`config.mk`:
```
export PLATFORM = sky130hd
export DESIGN_NAME = gpu_cluster
export DESIGN_NICKNAME = d
export VERILOG_FILES = /design/src/verilog/noc_pkg.sv /design/src/verilog/cluster_router.sv /design/src/verilog/gpu_cluster.sv /design/src/verilog/ni.sv /design/src/verilog/ni_fifo.sv
export SDC_FILE = /design/constraint.sdc
export NUM_CORES = 1
export LEC_CHECK = 0
export ABC_AREA = 1
export BUFFER_PORTS_ARGS = -buffer_cell sky130_fd_sc_hd__buf_2
export CAP_MARGIN = 10
export CORE_MARGIN = 5
export CORE_UTILIZATION = 55
export DETAILED_ROUTE_END_ITERATION = 10
export GPL_ROUTABILITY_DRIVEN = 0
export PLACE_DENSITY = 0.73
export RECOVER_POWER = 100
export SETUP_SLACK_MARGIN = 0.3
export SLEW_MARGIN = 25
export SYNTH_ARGS = -nofsm -noshare
export SYNTH_HDL_FRONTEND = slang
export SYNTH_SLANG_ARGS = --single-unit
export TNS_END_PERCENT = 30
```
`constraint.sdc`:
```
create_clock -name clk -period 3 [get_ports clk]
set_input_delay 0.15 -clock clk [delete_from_list [all_inputs] [get_ports clk]]
set_output_delay 0.15 -clock clk [all_outputs]
set_load 0.01 [all_outputs]
```
`src/verilog/noc_pkg.sv`:
```
package noc_pkg;

    localparam int FLIT_W    = 16;
    localparam int GROUP_W   = 4;
    localparam int LEAF_W    = 2;
    localparam int HDR_W     = GROUP_W + LEAF_W;
    localparam int PAYLOAD_W = FLIT_W - HDR_W;

    typedef logic [FLIT_W-1:0]    flit_t;
    typedef logic [HDR_W-1:0]     gpu_id_t;
    typedef logic [HDR_W-1:0]     route_addr_t;
    typedef logic [PAYLOAD_W-1:0] payload_t;
    typedef logic [GROUP_W-1:0]   group_t;
    typedef logic [LEAF_W-1:0]    leaf_t;

    localparam int     NUM_LEAVES    = 4;
    localparam group_t CLUSTER_GROUP = 4'd3;
    localparam int     NI_FIFO_DEPTH = 4;
    localparam int     ADDR_OFFSET   = 3;
    localparam int     MAX_GPU_ID    = 32;

    function automatic route_addr_t flit_hdr(input flit_t f);
        return f[FLIT_W-1 -: HDR_W];
    endfunction

    function automatic payload_t flit_payload(input flit_t f);
        return f[PAYLOAD_W-1:0];
    endfunction

    function automatic group_t addr_group(input route_addr_t a);
        return a[HDR_W-1 -: GROUP_W];
    endfunction

    // IDs 1..32 map to address ID + 3, anything else to 0
    function automatic route_addr_t gpu_to_addr(input gpu_id_t id);
        int addr;
        addr = int'(id) + ADDR_OFFSET;
        if (int'(id) < 1 || int'(id) > MAX_GPU_ID) begin
            addr = 0;
        end
        return route_addr_t'(addr);
    endfunction

    // Inverse of gpu_to_addr where unknown addresses give ID 0
    function automatic gpu_id_t addr_to_gpu(input route_addr_t addr);
        int id;
        id = int'(addr) - ADDR_OFFSET;
        if (id < 1 || id > MAX_GPU_ID) begin
            id = 0;
        end
        return gpu_id_t'(id);
    endfunction

endpackage
```
`src/verilog/cluster_router.sv`:
```
`timescale 1ns/1ps

module cluster_router (
    input  logic                                      clk,
    input  logic                                      reset,
    input  noc_pkg::flit_t [noc_pkg::NUM_LEAVES-1:0] ni_data,
    input  logic [noc_pkg::NUM_LEAVES-1:0]           ni_valid,
    input  noc_pkg::flit_t                            uplink_data_in,
    input  logic                                      uplink_valid_in,
    input  logic                                      uplink_ready_in,
    output logic [noc_pkg::NUM_LEAVES-1:0]           grant,
    output noc_pkg::flit_t                            bus_data,
    output logic                                      bus_valid,
    output noc_pkg::flit_t                            uplink_data_out,
    output logic                                      uplink_valid_out
);
    import noc_pkg::*;

    logic  running;
    leaf_t rr_last;
    leaf_t rr_next;
    flit_t ni_flit;
    logic  ni_any;
    flit_t pend_data;
    logic  pend_valid;
    flit_t local_flit;
    logic  local_valid;
    logic  local_go;
    logic  egress;

    // Round robin is skipped entirely while the uplink owns the bus
    assign rr_next = rr_last + 1'b1;
    assign grant   = (running && uplink_ready_in && !uplink_valid_in) ?
                     (NUM_LEAVES'(1) << rr_next) : '0;

    always_ff @(posedge clk or posedge reset) begin
        if (reset) begin
            running <= 1'b0;
            rr_last <= leaf_t'(NUM_LEAVES - 1);
        end else begin
            running <= 1'b1;
            if (|grant) begin
                rr_last <= rr_next;
            end
        end
    end

    // At most one leaf is valid, so an OR is enough to select it
    always_comb begin
        ni_flit = '0;
        for (int i = 0; i < NUM_LEAVES; i++) begin
            if (ni_valid[i]) begin
                ni_flit = ni_flit | ni_data[i];
            end
        end
    end

    assign ni_any = |ni_valid;

    // An NI flit that meets an uplink flit waits one slot in pend_data
    assign local_valid = pend_valid || ni_any;
    assign local_flit  = pend_valid ? pend_data : ni_flit;
    assign local_go    = local_valid && !uplink_valid_in;
    assign egress      = local_go && (addr_group(flit_hdr(local_flit)) != CLUSTER_GROUP);

    always_ff @(posedge clk or posedge reset) begin
        if (reset) begin
            bus_valid        <= 1'b0;
            uplink_valid_out <= 1'b0;
            pend_valid       <= 1'b0;
        end else begin
            bus_valid        <= uplink_valid_in || local_valid;
            uplink_valid_out <= egress;
            pend_valid       <= uplink_valid_in && local_valid;
        end
    end

    always_ff @(posedge clk) begin
        if (uplink_valid_in) begin
            bus_data  <= uplink_data_in;
            pend_data <= local_flit;
        end else if (local_valid) begin
            bus_data <= local_flit;
        end
        if (egress) begin
            uplink_data_out <= local_flit;
        end
    end

    a_one_ni_valid: assert property (@(posedge clk) disable iff (reset) $onehot0(ni_valid));

    // No grant is given on an uplink cycle, so a held flit never meets a new one
    a_pend_alone: assert property (@(posedge clk) disable iff (reset)
        !(pend_valid && ni_any));

endmodule

```
`src/verilog/gpu_cluster.sv`:
```
`timescale 1ns/1ps

module gpu_cluster (
    input  logic                                      clk,
    input  logic                                      reset,
    input  noc_pkg::flit_t [noc_pkg::NUM_LEAVES-1:0] gpu_data_in,
    input  logic [noc_pkg::NUM_LEAVES-1:0]           gpu_valid_in,
    input  logic [noc_pkg::NUM_LEAVES-1:0]           gpu_ready_in,
    input  noc_pkg::flit_t                            uplink_data_in,
    input  logic                                      uplink_valid_in,
    input  logic                                      uplink_ready_in,
    output logic [noc_pkg::NUM_LEAVES-1:0]           gpu_ready_out,
    output noc_pkg::flit_t [noc_pkg::NUM_LEAVES-1:0] gpu_data_out,
    output logic [noc_pkg::NUM_LEAVES-1:0]           gpu_valid_out,
    output noc_pkg::flit_t                            uplink_data_out,
    output logic                                      uplink_valid_out
);
    import noc_pkg::*;

    flit_t [NUM_LEAVES-1:0] ni_data;
    logic  [NUM_LEAVES-1:0] ni_valid;
    logic  [NUM_LEAVES-1:0] grant;
    flit_t                  bus_data;
    logic                   bus_valid;

    // Leaf g serves GPU 4*group - 3 + g, which is 9 to 12 for group 3
    for (genvar g = 0; g < NUM_LEAVES; g++) begin : g_leaf
        ni #(
            .GPU_ID (gpu_id_t'(CLUSTER_GROUP * NUM_LEAVES - ADDR_OFFSET + g))
        ) u_ni (
            .clk              (clk),
            .reset            (reset),
            .gpu_data_in      (gpu_data_in[g]),
            .gpu_valid_in     (gpu_valid_in[g]),
            .gpu_ready_in     (gpu_ready_in[g]),
            .router_ready_in  (grant[g]),
            .router_data_in   (bus_data),
            .router_valid_in  (bus_valid),
            .gpu_ready_out    (gpu_ready_out[g]),
            .gpu_data_out     (gpu_data_out[g]),
            .gpu_valid_out    (gpu_valid_out[g]),
            .router_data_out  (ni_data[g]),
            .router_valid_out (ni_valid[g])
        );
    end

    // Broadcast bus goes back to every NI
    cluster_router u_router (
        .clk              (clk),
        .reset            (reset),
        .ni_data          (ni_data),
        .ni_valid         (ni_valid),
        .uplink_data_in   (uplink_data_in),
        .uplink_valid_in  (uplink_valid_in),
        .uplink_ready_in  (uplink_ready_in),
        .grant            (grant),
        .bus_data         (bus_data),
        .bus_valid        (bus_valid),
        .uplink_data_out  (uplink_data_out),
        .uplink_valid_out (uplink_valid_out)
    );

endmodule

```
`src/verilog/ni.sv`:
```
`timescale 1ns/1ps

module ni #(
    parameter noc_pkg::gpu_id_t GPU_ID = 6'd9
) (
    input  logic           clk,
    input  logic           reset,
    input  noc_pkg::flit_t gpu_data_in,
    input  logic           gpu_valid_in,
    input  logic           gpu_ready_in,
    input  logic           router_ready_in,
    input  noc_pkg::flit_t router_data_in,
    input  logic           router_valid_in,
    output logic           gpu_ready_out,
    output noc_pkg::flit_t gpu_data_out,
    output logic           gpu_valid_out,
    output noc_pkg::flit_t router_data_out,
    output logic           router_valid_out
);
    import noc_pkg::*;

    localparam route_addr_t MY_ADDR = gpu_to_addr(GPU_ID);

    gpu_id_t     tx_id;
    flit_t       tx_flit;
    flit_t       tx_head;
    logic        tx_push;
    logic        tx_pop;
    logic        tx_full;
    logic        tx_empty;

    route_addr_t rx_hdr;
    logic        rx_match;
    flit_t       rx_flit;
    flit_t       rx_head;
    logic        rx_push;
    logic        rx_pop;
    logic        rx_full;
    logic        rx_empty;

    // GPU to router swaps the destination ID for its routing address
    assign tx_id         = flit_hdr(gpu_data_in);
    assign tx_flit       = {gpu_to_addr(tx_id), flit_payload(gpu_data_in)};
    assign tx_push       = gpu_valid_in && !tx_full;
    assign tx_pop        = router_ready_in && !tx_empty;
    assign gpu_ready_out = !tx_full;

    ni_fifo #(.DEPTH(NI_FIFO_DEPTH)) u_tx_fifo (
        .clk       (clk),
        .reset     (reset),
        .push      (tx_push),
        .push_data (tx_flit),
        .pop       (tx_pop),
        .pop_data  (tx_head),
        .full      (tx_full),
        .empty     (tx_empty)
    );

    // Router to GPU keeps only its own flits and drops them on a full queue
    assign rx_hdr   = flit_hdr(router_data_in);
    assign rx_match = router_valid_in && (rx_hdr == MY_ADDR);
    assign rx_push  = rx_match && !rx_full;
    assign rx_flit  = {addr_to_gpu(rx_hdr), flit_payload(router_data_in)};
    assign rx_pop   = gpu_ready_in && !rx_empty;

    ni_fifo #(.DEPTH(NI_FIFO_DEPTH)) u_rx_fifo (
        .clk       (clk),
        .reset     (reset),
        .push      (rx_push),
        .push_data (rx_flit),
        .pop       (rx_pop),
        .pop_data  (rx_head),
        .full      (rx_full),
        .empty     (rx_empty)
    );

    always_ff @(posedge clk or posedge reset) begin
        if (reset) begin
            router_valid_out <= 1'b0;
            gpu_valid_out    <= 1'b0;
        end else begin
            router_valid_out <= tx_pop;
            gpu_valid_out    <= rx_pop;
        end
    end

    always_ff @(posedge clk) begin
        if (tx_pop) begin
            router_data_out <= tx_head;
        end
        if (rx_pop) begin
            gpu_data_out <= rx_head;
        end
    end

    // Delivered flits carry this GPU's own ID
    a_rx_own_id: assert property (@(posedge clk) disable iff (reset)
        gpu_valid_out |-> (flit_hdr(gpu_data_out) == GPU_ID));

endmodule

```
`src/verilog/ni_fifo.sv`:
```
`timescale 1ns/1ps

module ni_fifo #(
    parameter int DEPTH = noc_pkg::NI_FIFO_DEPTH
) (
    input  logic           clk,
    input  logic           reset,
    input  logic           push,
    input  noc_pkg::flit_t push_data,
    input  logic           pop,
    output noc_pkg::flit_t pop_data,
    output logic           full,
    output logic           empty
);
    import noc_pkg::*;

    // DEPTH is a power of two, so the pointers wrap on their own
    localparam int PTR_W = $clog2(DEPTH);
    localparam int CNT_W = $clog2(DEPTH + 1);

    flit_t            mem [DEPTH];
    logic [PTR_W-1:0] wr_ptr;
    logic [PTR_W-1:0] rd_ptr;
    logic [CNT_W-1:0] count;
    logic             wr_en;
    logic             rd_en;

    assign full     = (count == CNT_W'(DEPTH));
    assign empty    = (count == '0);
    assign wr_en    = push && !full;
    assign rd_en    = pop && !empty;
    assign pop_data = mem[rd_ptr];

    always_ff @(posedge clk) begin
        if (wr_en) begin
            mem[wr_ptr] <= push_data;
        end
    end

    always_ff @(posedge clk or posedge reset) begin
        if (reset) begin
            wr_ptr <= '0;
            rd_ptr <= '0;
            count  <= '0;
        end else begin
            if (wr_en) begin
                wr_ptr <= wr_ptr + 1'b1;
            end
            if (rd_en) begin
                rd_ptr <= rd_ptr + 1'b1;
            end
            // Push and pop together leave the count unchanged
            case ({wr_en, rd_en})
                2'b10:   count <= count + 1'b1;
                2'b01:   count <= count - 1'b1;
                default: count <= count;
            endcase
        end
    end

    a_no_overflow: assert property (@(posedge clk) disable iff (reset) !(push && full));
    a_no_underflow: assert property (@(posedge clk) disable iff (reset) !(pop && empty));

endmodule

```
# After elaboration in Yosys (flattened, before gate mapping)
# Memories as Yosys holds them, arrays and structs flattened. A register that Yosys moved wholly into a read port is not among the register bits.
# Index checks and enable logic that the tools add are counted.
[totals] inputBits=92 mem_count=8 output_inout_bits=89 elab_cells=250 ff_bits=118 mem_bits_rw=512
[memory_table] memory="g_leaf[0].u_ni.u_rx_fifo.mem" depth=4 word_bits=16 rd=1 rd_clocked_by_memory_dff=1 wr=1 line="ni_fifo.sv:21" text="flit_t mem [DEPTH];"
[memory_table] memory="g_leaf[0].u_ni.u_tx_fifo.mem" depth=4 word_bits=16 rd=1 rd_clocked_by_memory_dff=1 wr=1 line="ni_fifo.sv:21"
[memory_table] memory="g_leaf[1].u_ni.u_rx_fifo.mem" depth=4 word_bits=16 rd=1 rd_clocked_by_memory_dff=1 wr=1 line="ni_fifo.sv:21"
[memory_table] memory="g_leaf[1].u_ni.u_tx_fifo.mem" depth=4 word_bits=16 rd=1 rd_clocked_by_memory_dff=1 wr=1 line="ni_fifo.sv:21"
[memory_table] memory="g_leaf[2].u_ni.u_rx_fifo.mem" depth=4 word_bits=16 rd=1 rd_clocked_by_memory_dff=1 wr=1 line="ni_fifo.sv:21"
[memory_table] memory="g_leaf[2].u_ni.u_tx_fifo.mem" depth=4 word_bits=16 rd=1 rd_clocked_by_memory_dff=1 wr=1 line="ni_fifo.sv:21"
[memory_table] memory="2 more memories"
[classes] add_sub_neg=38 muxes=37 n_reduce_logical=84 bitwise_logic=3 shift=1 n_lt_le_gt_ge=10 eq_ne=29
[op_table] operator="2-to-1 mux 16 bit" n=7
[op_table] operator="OR 16 bit" n=3
[op_table] operator="one-hot mux 3 bit (2 select lines)" n=8
[op_table] operator="logical AND 1 bit" n=41
[op_table] operator="adder 2 x 1 -> 2 bit (second input constant)" n=17
[op_table] operator="2-to-1 mux 6 bit" n=5
[op_table] operator="adder 3 x 1 -> 3 bit (second input constant)" n=8
[op_table] operator="adder 6 x 2 -> 6 bit (second input constant)" n=4
[op_table] operator="== test 3 bit (second input constant)" n=8
[op_table] operator="== test 6 x 4 -> 1 bit (second input constant)" n=4
[op_table] operator="> comparator 6 bit (second input constant)" n=4
[op_table] operator="logical NOT 3 bit" n=8
[op_table] operator="less-than comparator 6 x 1 -> 1 bit (second input constant)" n=4
[op_table] operator="subtractor 3 x 1 -> 3 bit (second input constant)" n=8
[op_table] operator="nonzero test 2 bit" n=9
[op_table] operator="logical NOT 1 bit" n=17
[op_table] operator="== test 2 x 1 -> 1 bit (second input constant)" n=8
[op_table] operator="== test 2 bit (second input constant)" n=8
[op_table] operator="2-to-1 mux 1 bit" n=16
[op_table] operator="OR reduction 4 bit" n=2
[op_table] operator="> comparator 7 bit (second input constant)" n=1
[op_table] operator="logical OR 1 bit" n=7
[op_table] operator="less-than comparator 7 x 2 -> 1 bit (second input constant)" n=1
[op_table] operator="subtractor 6 x 2 -> 7 bit (second input constant)" n=1
[op_table] operator="other kinds (3)" n=3

# Longest topological paths before layout
# Gate-level depths: netlist of the first run.
[depth] ltp_word=10 depth_mapped=13 mapped_depth_nobuf=13

# By module
# Synthesis of the first run repeated with hierarchy kept, for this count alone.
[hier_totals] cells_unflattened=2776 area_unflattened_um2=32875.3
[modules_own_cells] module="ni_fifo" instances=8 cells_each=249 seq_area_each_um2=2097.0 area_per_inst_um2=3041.7
[modules_own_cells] module="cluster_router" instances=1 cells_each=282 seq_area_each_um2=1594.0 area_per_inst_um2=2687.6
[modules_own_cells] module="ni at g_leaf[1].u_ni" instances=1 cells_each=128 seq_area_each_um2=1011.0 area_per_inst_um2=1487.7
[modules_own_cells] module="ni at g_leaf[2].u_ni" instances=1 cells_each=128 seq_area_each_um2=1011.0 area_per_inst_um2=1466.4
[modules_own_cells] module="ni at g_leaf[0].u_ni" instances=1 cells_each=123 seq_area_each_um2=1011.0 area_per_inst_um2=1455.1
[modules_own_cells] module="ni at g_leaf[3].u_ni" instances=1 cells_each=123 seq_area_each_um2=1011.0 area_per_inst_um2=1445.1

# Worst setup path after synthesis of the first run
# No wires, ideal clock.
[synth_path] kind="register to register" start="register g_leaf[0].u_ni.u_rx_fifo.count[1]" end="register g_leaf[0].u_ni.u_rx_fifo.count[2]" arrival_time_ps=2652 path_stages_with_launch=9 required_ps=2869 synth_period_minus_slack_ps=2783 slack_ps=217 setup_time_ps=131 n_path_buf=0 cell_sequence="dfrtp_1 inv_1 a31oi_1 ha_1 inv_1 fa_1 a21oi_1 o21ai_0 xor2_1"
[synth_between] elab_chain_len=6
[synth_lines] element="from (decl)" line="ni_fifo.sv:24" text="logic [CNT_W-1:0] count;"
[synth_lines] element="from (signal assigned)" line="ni_fifo.sv:54" text="2'b10: count <= count + 1'b1;"
[synth_lines] element="from (signal assigned)" line="ni_fifo.sv:55" text="2'b01: count <= count - 1'b1;"
[synth_lines] element="from (signal assigned)" line="ni_fifo.sv:56" text="default: count <= count;"
[synth_lines] element="logical NOT 3 bit (*)" line="ni_fifo.sv:29" text="assign empty = (count == '0);"
[synth_lines] element="logical NOT 1 bit (*)" line="ni.sv:64" text="assign rx_pop = gpu_ready_in && !rx_empty;"
[synth_lines] element="logical AND 1 bit (*)" line="ni.sv:64"
[synth_lines] element="named net g_leaf[0].u_ni.rx_pop" line="ni.sv:37" text="logic rx_pop;"
[synth_lines] element="logical AND 1 bit (*)" line="ni_fifo.sv:31" text="assign rd_en = pop && !empty;"
[synth_lines] element="== test 2 x 1 -> 1 bit or == test 2 bit (tied branches)" line="ni_fifo.sv:53" text="case ({wr_en, rd_en})"
[synth_lines] element="one-hot mux 3 bit (2 select lines) or nonzero test 2 bit (tied branches)"
# Mark *: on every way through the listed nets, which the timed path passes. The rest lies on a longest branch.
# A chain may end at the register's enable or synchronous reset.

# Worst setup path in the final report of the first run
[layout_path] start="register u_router.pend_valid" end="register u_router.uplink_data_out[7], enable pin"
[layout_between] elab_chain_len=3
[layout_lines] element="from (decl)" line="cluster_router.sv:25" text="logic pend_valid;"
[layout_lines] element="from (signal assigned)" line="cluster_router.sv:74" text="pend_valid <= uplink_valid_in && local_valid;"
[layout_lines] element="2-to-1 mux 16 bit" line="cluster_router.sv:62" text="assign local_flit = pend_valid ? pend_data : ni_flit;"
[layout_lines] element="named net u_router.local_flit[13]" line="cluster_router.sv:26" text="flit_t local_flit;"
[layout_lines] element="inequality test 4 x 2 -> 1 bit" line="cluster_router.sv:64" text="assign egress = local_go && (addr_group(flit_hdr(local_flit)) != CLUSTER_GROUP);"
[layout_lines] element="logical AND 1 bit" line="cluster_router.sv:64"
[layout_lines] element="named net u_router.egress" line="cluster_router.sv:29" text="logic egress;"
[layout_lines] element="to (signal assigned)" line="cluster_router.sv:86" text="uplink_data_out <= local_flit;"
[layout_lines] element="to (decl)" line="cluster_router.sv:14" text="output noc_pkg::flit_t uplink_data_out,"
# The timed path passes the listed nets, and every way through them passes these cells.

==> results of run 1 <==
## critical path, stage by stage, from the launching register on
cell and delay (ns):
dfrtp_1 0.53, inv_1 0.53, nand2_1 0.12, nor2_1 0.14
nor2_1 0.10, nand2_1 0.08, nor2_1 0.04, nor2_2 0.64
## cell type report
type                       count  area [um2]  area share [%]
sequential                   758       22400            65.7
multi-input combinational   1157        6070            17.8
clock buffer                 109        2120            6.21
timing repair buffer         309        1720            5.05
tap                          696         871            2.55
inverter                     170         638            1.87
clock inverter                28         304           0.891
## power by group through the flow
stage | combinational, mW | clock [mW] | sequential (mW)
4_1_cts | 7.92 | 9.34 | 15.3
6_report | 7.59 | 9.21 | 15.4
5_1_grt | 8.54 | 9.78 | 15.6
3_3_place_gp | 7.39 | 0 | 15.4
3_5_place_dp | 7.80 | 0 | 15.5
2_1_floorplan | 5.03 | 0 | 15.3
## per-layer routing
metal / vias up / track usage [%] / routed length, um
met4: 0 / 8.31 / 2730
met1: 8804 / 27.8 / 25300
li1: 8331 / - / -
met3: 150 / 4.62 / 4600
met5: - / 0 / 0
met2: 657 / 37.2 / 32300
## layout by cell type, fill, tap and decap left out, types with 2 or more instances in the layout
cell type / netlist / final
edfxtp_1: 688 / 688
nor2_1: 368 / 373
o21ai_0: 276 / 276
clkbuf_1: 32 / 190
inv_1: 168 / 169
nand2_1: 161 / 161
o22ai_1: 130 / 130
clkbuf_16: 0 / 79
dfrtp_1: 68 / 68
dlygate4sd3_1: 0 / 68
ha_1: 56 / 56
buf_2: 40 / 46
xor2_1: 37 / 37
nand3_1: 29 / 34
a21oi_1: 30 / 30
clkbuf_2: 0 / 16
buf_4: 15 / 16
a31oi_1: 10 / 13
nor3_1: 9 / 9
xnor2_1: 8 / 8
fa_1: 8 / 8
clkinv_2: 0 / 8
clkinv_1: 0 / 7
bufinv_16: 0 / 6
nand4_1: 5 / 5
nor2_2: 8 / 4
a31oi_2: 6 / 3
clkinv_4: 0 / 3
clkbuf_8: 0 / 3
clkinvlp_4: 0 / 3
and2_1: 2 / 2
o21bai_1: 2 / 2
dfstp_1: 0 / 2
## sequential cells by signal, summed over array words and instances, names as in the netlist, 12 cells and up
name / count
u_router.bus_data: 16
u_router.uplink_data_out: 16
g_leaf.u_ni.u_rx_fifo.mem: 256
u_router.pend_data: 16
g_leaf.u_ni.u_rx_fifo.count: 12
g_leaf.u_ni.gpu_data_out: 64
g_leaf.u_ni.router_data_out: 64
g_leaf.u_ni.u_tx_fifo.count: 12
g_leaf.u_ni.u_tx_fifo.mem: 256
## final timing paths
kind	startpoint	to	slack (ns)	depth (start not counted)
setup / recovery	u_router.pend_valid$_DFF_PP0_	u_router.uplink_data_out[7]$_DFFE_PP_	0.42	7
hold / removal	gpu_data_in[47]	g_leaf[2].u_ni.u_tx_fifo.mem[0][15]$_DFFE_PP_	0.05	3
setup reg to reg	u_router.pend_valid$_DFF_PP0_	u_router.uplink_data_out[7]$_DFFE_PP_	0.42	7
hold reg to reg	g_leaf[0].u_ni.u_rx_fifo.count[0]$_DFFE_PP0P_	g_leaf[0].u_ni.u_rx_fifo.count[0]$_DFFE_PP0P_	0.47	1
max in group asynchronous	reset	u_router.rr_last[1]$_DFFE_PP1P_	0.80	4
min in group asynchronous	reset	g_leaf[2].u_ni.u_rx_fifo.rd_ptr[1]$_DFFE_PP0P_	0.77	3
## kinds of logic after synthesis
family	count (synthesis)
AO/OA/AOI/OAI	455
XOR/XNOR	45
adder cells (fa/ha/maj)	64
buffers and inverters	260
flip-flops	758
other	1
AND/OR/NAND/NOR	592
## timing repair
action,in CTS,in global routing
hold endpoints to repair,241,0
gates resized for setup,0,0
hold buffers,68,0
==> results.ini, run 1 <==
[floorplan]
io_pins=181
initial_core_util_pct=55.3
core_mm2=0.0536
dieHeight_um=242
die_area_mm2=0.0586
fp.dieW_um=242
rows=85

[finish]
syn_to_final_growth_pct=15.2
finalNonFillerCells=3227
fillers=3819
layout-drive-gt1-share_pct=7.59
diodes=0
finalNetCount=2626
final_area_mm2=0.0341
final_core_util_pct=63.7

[pwr]
netSwitchingPower_mw=10.3
p_clk_share_pct=28.6
p_sw_share_pct=31.9
power_density_mw_per_mm2=942
peakVddDrop_v=0.000632
power.total_mw=32.2
leakage_nw=12.3
power.internal_mw=21.9
p_seq_share_pct=47.8
power_frac_comb_pct=23.6

[timing]
period_needed_ns=2.58
worst_slew_pin_slew_ns=1.98
setup-tns-final_ns=0
hold_viol=0
finalCritPeriodShare_pct=85.8
worst_hold_slack_ns=0.0521
rsz0062_at_grt=false
max_freq_ghz=0.388
setup_viol=0
slew_viol_final=76
layout_setup_ws_ns=0.425
fin_skew_ns=0.0248
maxSlewHeadroom_pct=-31.9

[clock_tree]
cts.path.max_buffers=3
postCtsSetupBuffers=0
clk_pin_slew_worst_paths_ns=0.06
cts_buffers=74
cts_root_buf=clkbuf_16
clk_latency_ns=0.61
cts_tree=yes
h-tree-depth=3
clock_sinks=758

[placed_design]
port_buffers=180
dp_hpwl_mm=40.7
dp_slack_ns=0.717
placed_cells=3022
place_area_mm2=0.0314

[global_route]
globalRoute.totalOverflow=0
grt_pass1_wl_mm=100
grt_usage_pct=21.8
antenna_found_initial=0
grt_pass1_vias=18000
grt_max_degree=40

[drt]
routed_wl_mm=64.9
routed_via_density=5.56
drt_iter0_drc=1589
drc=0
num_vias=17900
first_pass_iters=5
wl_per_cell_um=20.1
ant_nets=0

[critical_path]
crit_type=reg -> reg
endpoint_kind=flop
cp_max_fo=22
cp-start-kind=flop
crit_required_ns=3.22
worstPathArrival_ns=2.79

[logic_synthesis]
synthAdderAreaFrac_pct=2.90
synth_compound_gate_area_share_pct=8.45
synthFlopType=edfxtp_1
async_reset_ff_share_pct=9.23
synth.most_common_cell=edfxtp_1
synth.distinct_cells=35
synth_area_mm2=0.0296
synth_edf_count=688
synth_top_family_by_area=compound AO/OA/AOI/OAI gates
avgSynthCellArea_um2=13.6
synth.net_count=2331
synthXorXnorAreaFrac_pct=1.33
ys_warn_count=0
synthTopCellsByCount=edfxtp_1, nor2_1, o21ai_0
ys_ff_latch=758
ys_top_cells_by_area=edfxtp_1, dfrtp_1, nor2_1, o21ai_0, o22ai_1
synthSimpleGateAreaFrac_pct=7.99
synth_top_area_share_pct=69.7
netlist_instances=2175
synth_top_area_cell=edfxtp_1
synth_mux_area_share_pct=0
ys_seq_area_share_pct=75.6

[flow_run]
drv_cap=2

[outcome]
status=complete, but fails checks
violations=capacitance limit, slew limit

[worst_hold_path]
hp-class=in -> reg

Note: power is estimated with default switching activity, not from simulation.
==> inputs of run 2 (changes only) <==
Settings changed: GPL_TIMING_DRIVEN from default to 0.
==> run 2 against run 1 <==
Against the previous run:
- critical path depth fell by 1
- largest power group unchanged
- die area did not move
- via count rose by 2.4%
- the run still ends with capacitance limit, slew limit left
==> results.ini, run 2 (same netlist as run 1, synthesis figures left out) <==
[clock_tree]
clk_latency_ns=0.61  ; about the same
clk_pin_slew_worst_paths_ns=0.06  ; about the same
cts_buffers=77  ; was 74
cts.path.max_buffers=3  ; unchanged
clock_sinks=758  ; unchanged
cts_tree=yes  ; unchanged
cts_root_buf=clkbuf_16  ; unchanged
h-tree-depth=3  ; unchanged

[timing]
fin_skew_ns=0.0160  ; was 0.0248 ns
slew_viol_final=35  ; was 76
layout_setup_ws_ns=0.247  ; was 0.425 ns
worst_slew_pin_slew_ns=2.25  ; was 1.98 ns
rsz0062_at_grt=true  ; was false
max_freq_ghz=0.363  ; was 0.388 GHz
maxSlewHeadroom_pct=-51.1  ; was -31.9%
setup_viol=0  ; unchanged
worst_hold_slack_ns=0.0251  ; was 0.0521 ns
hold_viol=0  ; unchanged
finalCritPeriodShare_pct=91.8  ; was 85.8%
setup-tns-final_ns=0  ; unchanged
period_needed_ns=2.75  ; was 2.58 ns

[floorplan]
dieHeight_um=242  ; unchanged
initial_core_util_pct=55.3  ; unchanged
rows=85  ; unchanged
die_area_mm2=0.0586  ; unchanged
core_mm2=0.0536  ; unchanged
fp.dieW_um=242  ; unchanged
io_pins=181  ; unchanged

[global_route]
grt_usage_pct=22.8  ; was 21.8%
grt_max_degree=37  ; was 40
antenna_found_initial=3  ; was 0
grt_pass1_vias=18600  ; was 18000
grt_pass1_wl_mm=104  ; was 100 mm
globalRoute.totalOverflow=0  ; unchanged

[placed_design]
dp_hpwl_mm=44.7  ; was 40.7 mm
port_buffers=180  ; unchanged
dp_slack_ns=0.112  ; was 0.717 ns
place_area_mm2=0.0319  ; was 0.0314 mm2

[drt]
drt_iter0_drc=1665  ; was 1589
routed_wl_mm=68.2  ; was 64.9 mm
drc=0  ; unchanged
wl_per_cell_um=20.7  ; was 20.1 um
num_vias=18400  ; was 17900
first_pass_iters=8  ; was 5
routed_via_density=5.59  ; was 5.56
ant_nets=0  ; unchanged

[worst_hold_path]
hp-class=in -> reg  ; unchanged

[pwr]
power_density_mw_per_mm2=959  ; was 942 mW/mm2
netSwitchingPower_mw=10.8  ; was 10.3 mW
p_seq_share_pct=46.1  ; was 47.8%
leakage_nw=12.5  ; was 12.3 nW
power.total_mw=33.2  ; was 32.2 mW
power_frac_comb_pct=24.9  ; was 23.6%
peakVddDrop_v=0.000559  ; was 0.000632 V
p_clk_share_pct=29.0  ; was 28.6%
p_sw_share_pct=32.6  ; was 31.9%
power.internal_mw=22.4  ; was 21.9 mW

[finish]
mostFrequentLayoutCell=edfxtp_1  ; unchanged
layout-drive-gt1-share_pct=9.29  ; was 7.59%
syn_to_final_growth_pct=16.9  ; was 15.2%
finalNetCount=2684  ; was 2626
layout_common_cells=edfxtp_1, nor2_1, o21ai_0  ; unchanged
reg_top3=g_leaf.u_ni.u_rx_fifo.mem x256, g_leaf.u_ni.u_tx_fifo.mem x256  ; unchanged
final_area_mm2=0.0347  ; was 0.0341 mm2

[critical_path]
crit_type=reg -> reg  ; unchanged
cp_max_fo=11  ; was 22
endpoint_kind=flop  ; unchanged
cp-start-kind=flop  ; unchanged
worstPathArrival_ns=2.99  ; was 2.79 ns
crit_required_ns=3.24  ; was 3.22 ns

[flow_run]
drv_cap=1  ; was 2

[outcome]
violations=capacitance limit, slew limit  ; unchanged
status=complete, but fails checks  ; unchanged

run 2: cell types whose count changed in the layout (fill, tap and decap cells not counted), moves of 3 or more:
cell	change
clkbuf_2	-14
buf_4	-8
clkbuf_1	+22
clkinv_4	-3
clkinv_2	+10
nor2_2	+10
clkinv_1	+4
a31oi_4	+3
nor2_1	-11
buf_2	+34
inv_1	-6
clkbuf_4	+4
a31oi_2	-3
run 2: critical path, stage by stage, from the launching register on:
cell	delay, ns
edfxtp_1	0.40
inv_1	0.15
nand3_1	0.13
nor2_4	0.21
nand3_1	0.32
nor2_1	0.60
dlymetal6s2s_1	0.57
run 2: layout make-up:
type | count | area [um2]
sequential | 758 | 22400
fill | 3854 | 19000
multi-input combinational | 1157 | 6130
clock buffer | 102 | 2130
timing repair buffer | 274 | 1590
tap | 696 | 871
inverter | 170 | 652
buffer | 90 | 437
clock inverter | 42 | 432
antenna | 1 | 2.50
run 2: timing repair:
item	4_1_cts	5_1_grt
endpoints found under the setup margin	3	7
hold buffers	69	0
gates resized for setup	1	3
endpoints found under the hold margin	291	0
setup buffers	0	1
run 2: final timing paths:
check / from / to / slack (ns) / cells past startpoint
worst max-delay path: u_router.bus_data[14]$_DFFE_PP_ / g_leaf[1].u_ni.u_rx_fifo.mem[3][10]$_DFFE_PP_ / 0.25 / 6
worst min-delay path: gpu_valid_in[0] / g_leaf[0].u_ni.u_tx_fifo.wr_ptr[0]$_DFFE_PP0P_ / 0.03 / 3
worst max register to register: u_router.bus_data[14]$_DFFE_PP_ / g_leaf[1].u_ni.u_rx_fifo.mem[3][10]$_DFFE_PP_ / 0.25 / 6
worst min register to register: g_leaf[2].u_ni.u_rx_fifo.count[0]$_DFFE_PP0P_ / g_leaf[2].u_ni.u_rx_fifo.count[0]$_DFFE_PP0P_ / 0.47 / 1
max in group asynchronous: reset / g_leaf[1].u_ni.u_rx_fifo.rd_ptr[1]$_DFFE_PP0P_ / 1.28 / 3
min in group asynchronous: reset / g_leaf[0].u_ni.gpu_valid_out$_DFF_PP0_ / 0.67 / 3
run 2: through the flow:
step                instances  utilization (%)
floorplan                2175                -
global placement         3051             58.6
detailed placement       3075             59.5
CTS                      3288             65.6
global route             3289             64.6
finish                   3290             64.6
run 2: layer usage:
| metal | track usage (%) | routed length, um |
|---|---|---|
| met5 | 0 | 29 |
| met4 | 8.78 | 2730 |
| met3 | 5.39 | 5350 |
| met2 | 38.5 | 33900 |
| met1 | 28.9 | 26100 |
run 2: power by group through the flow:
stage               clock (mW)  combinational, mW  sequential [mW]
CTS                       9.77               8.66             15.3
finish                    9.65               8.26             15.3
detailed placement           0               8.53             15.5
global placement             0               7.79             15.4
global route              10.2               9.16             15.5
floorplan                    0               5.03             15.3
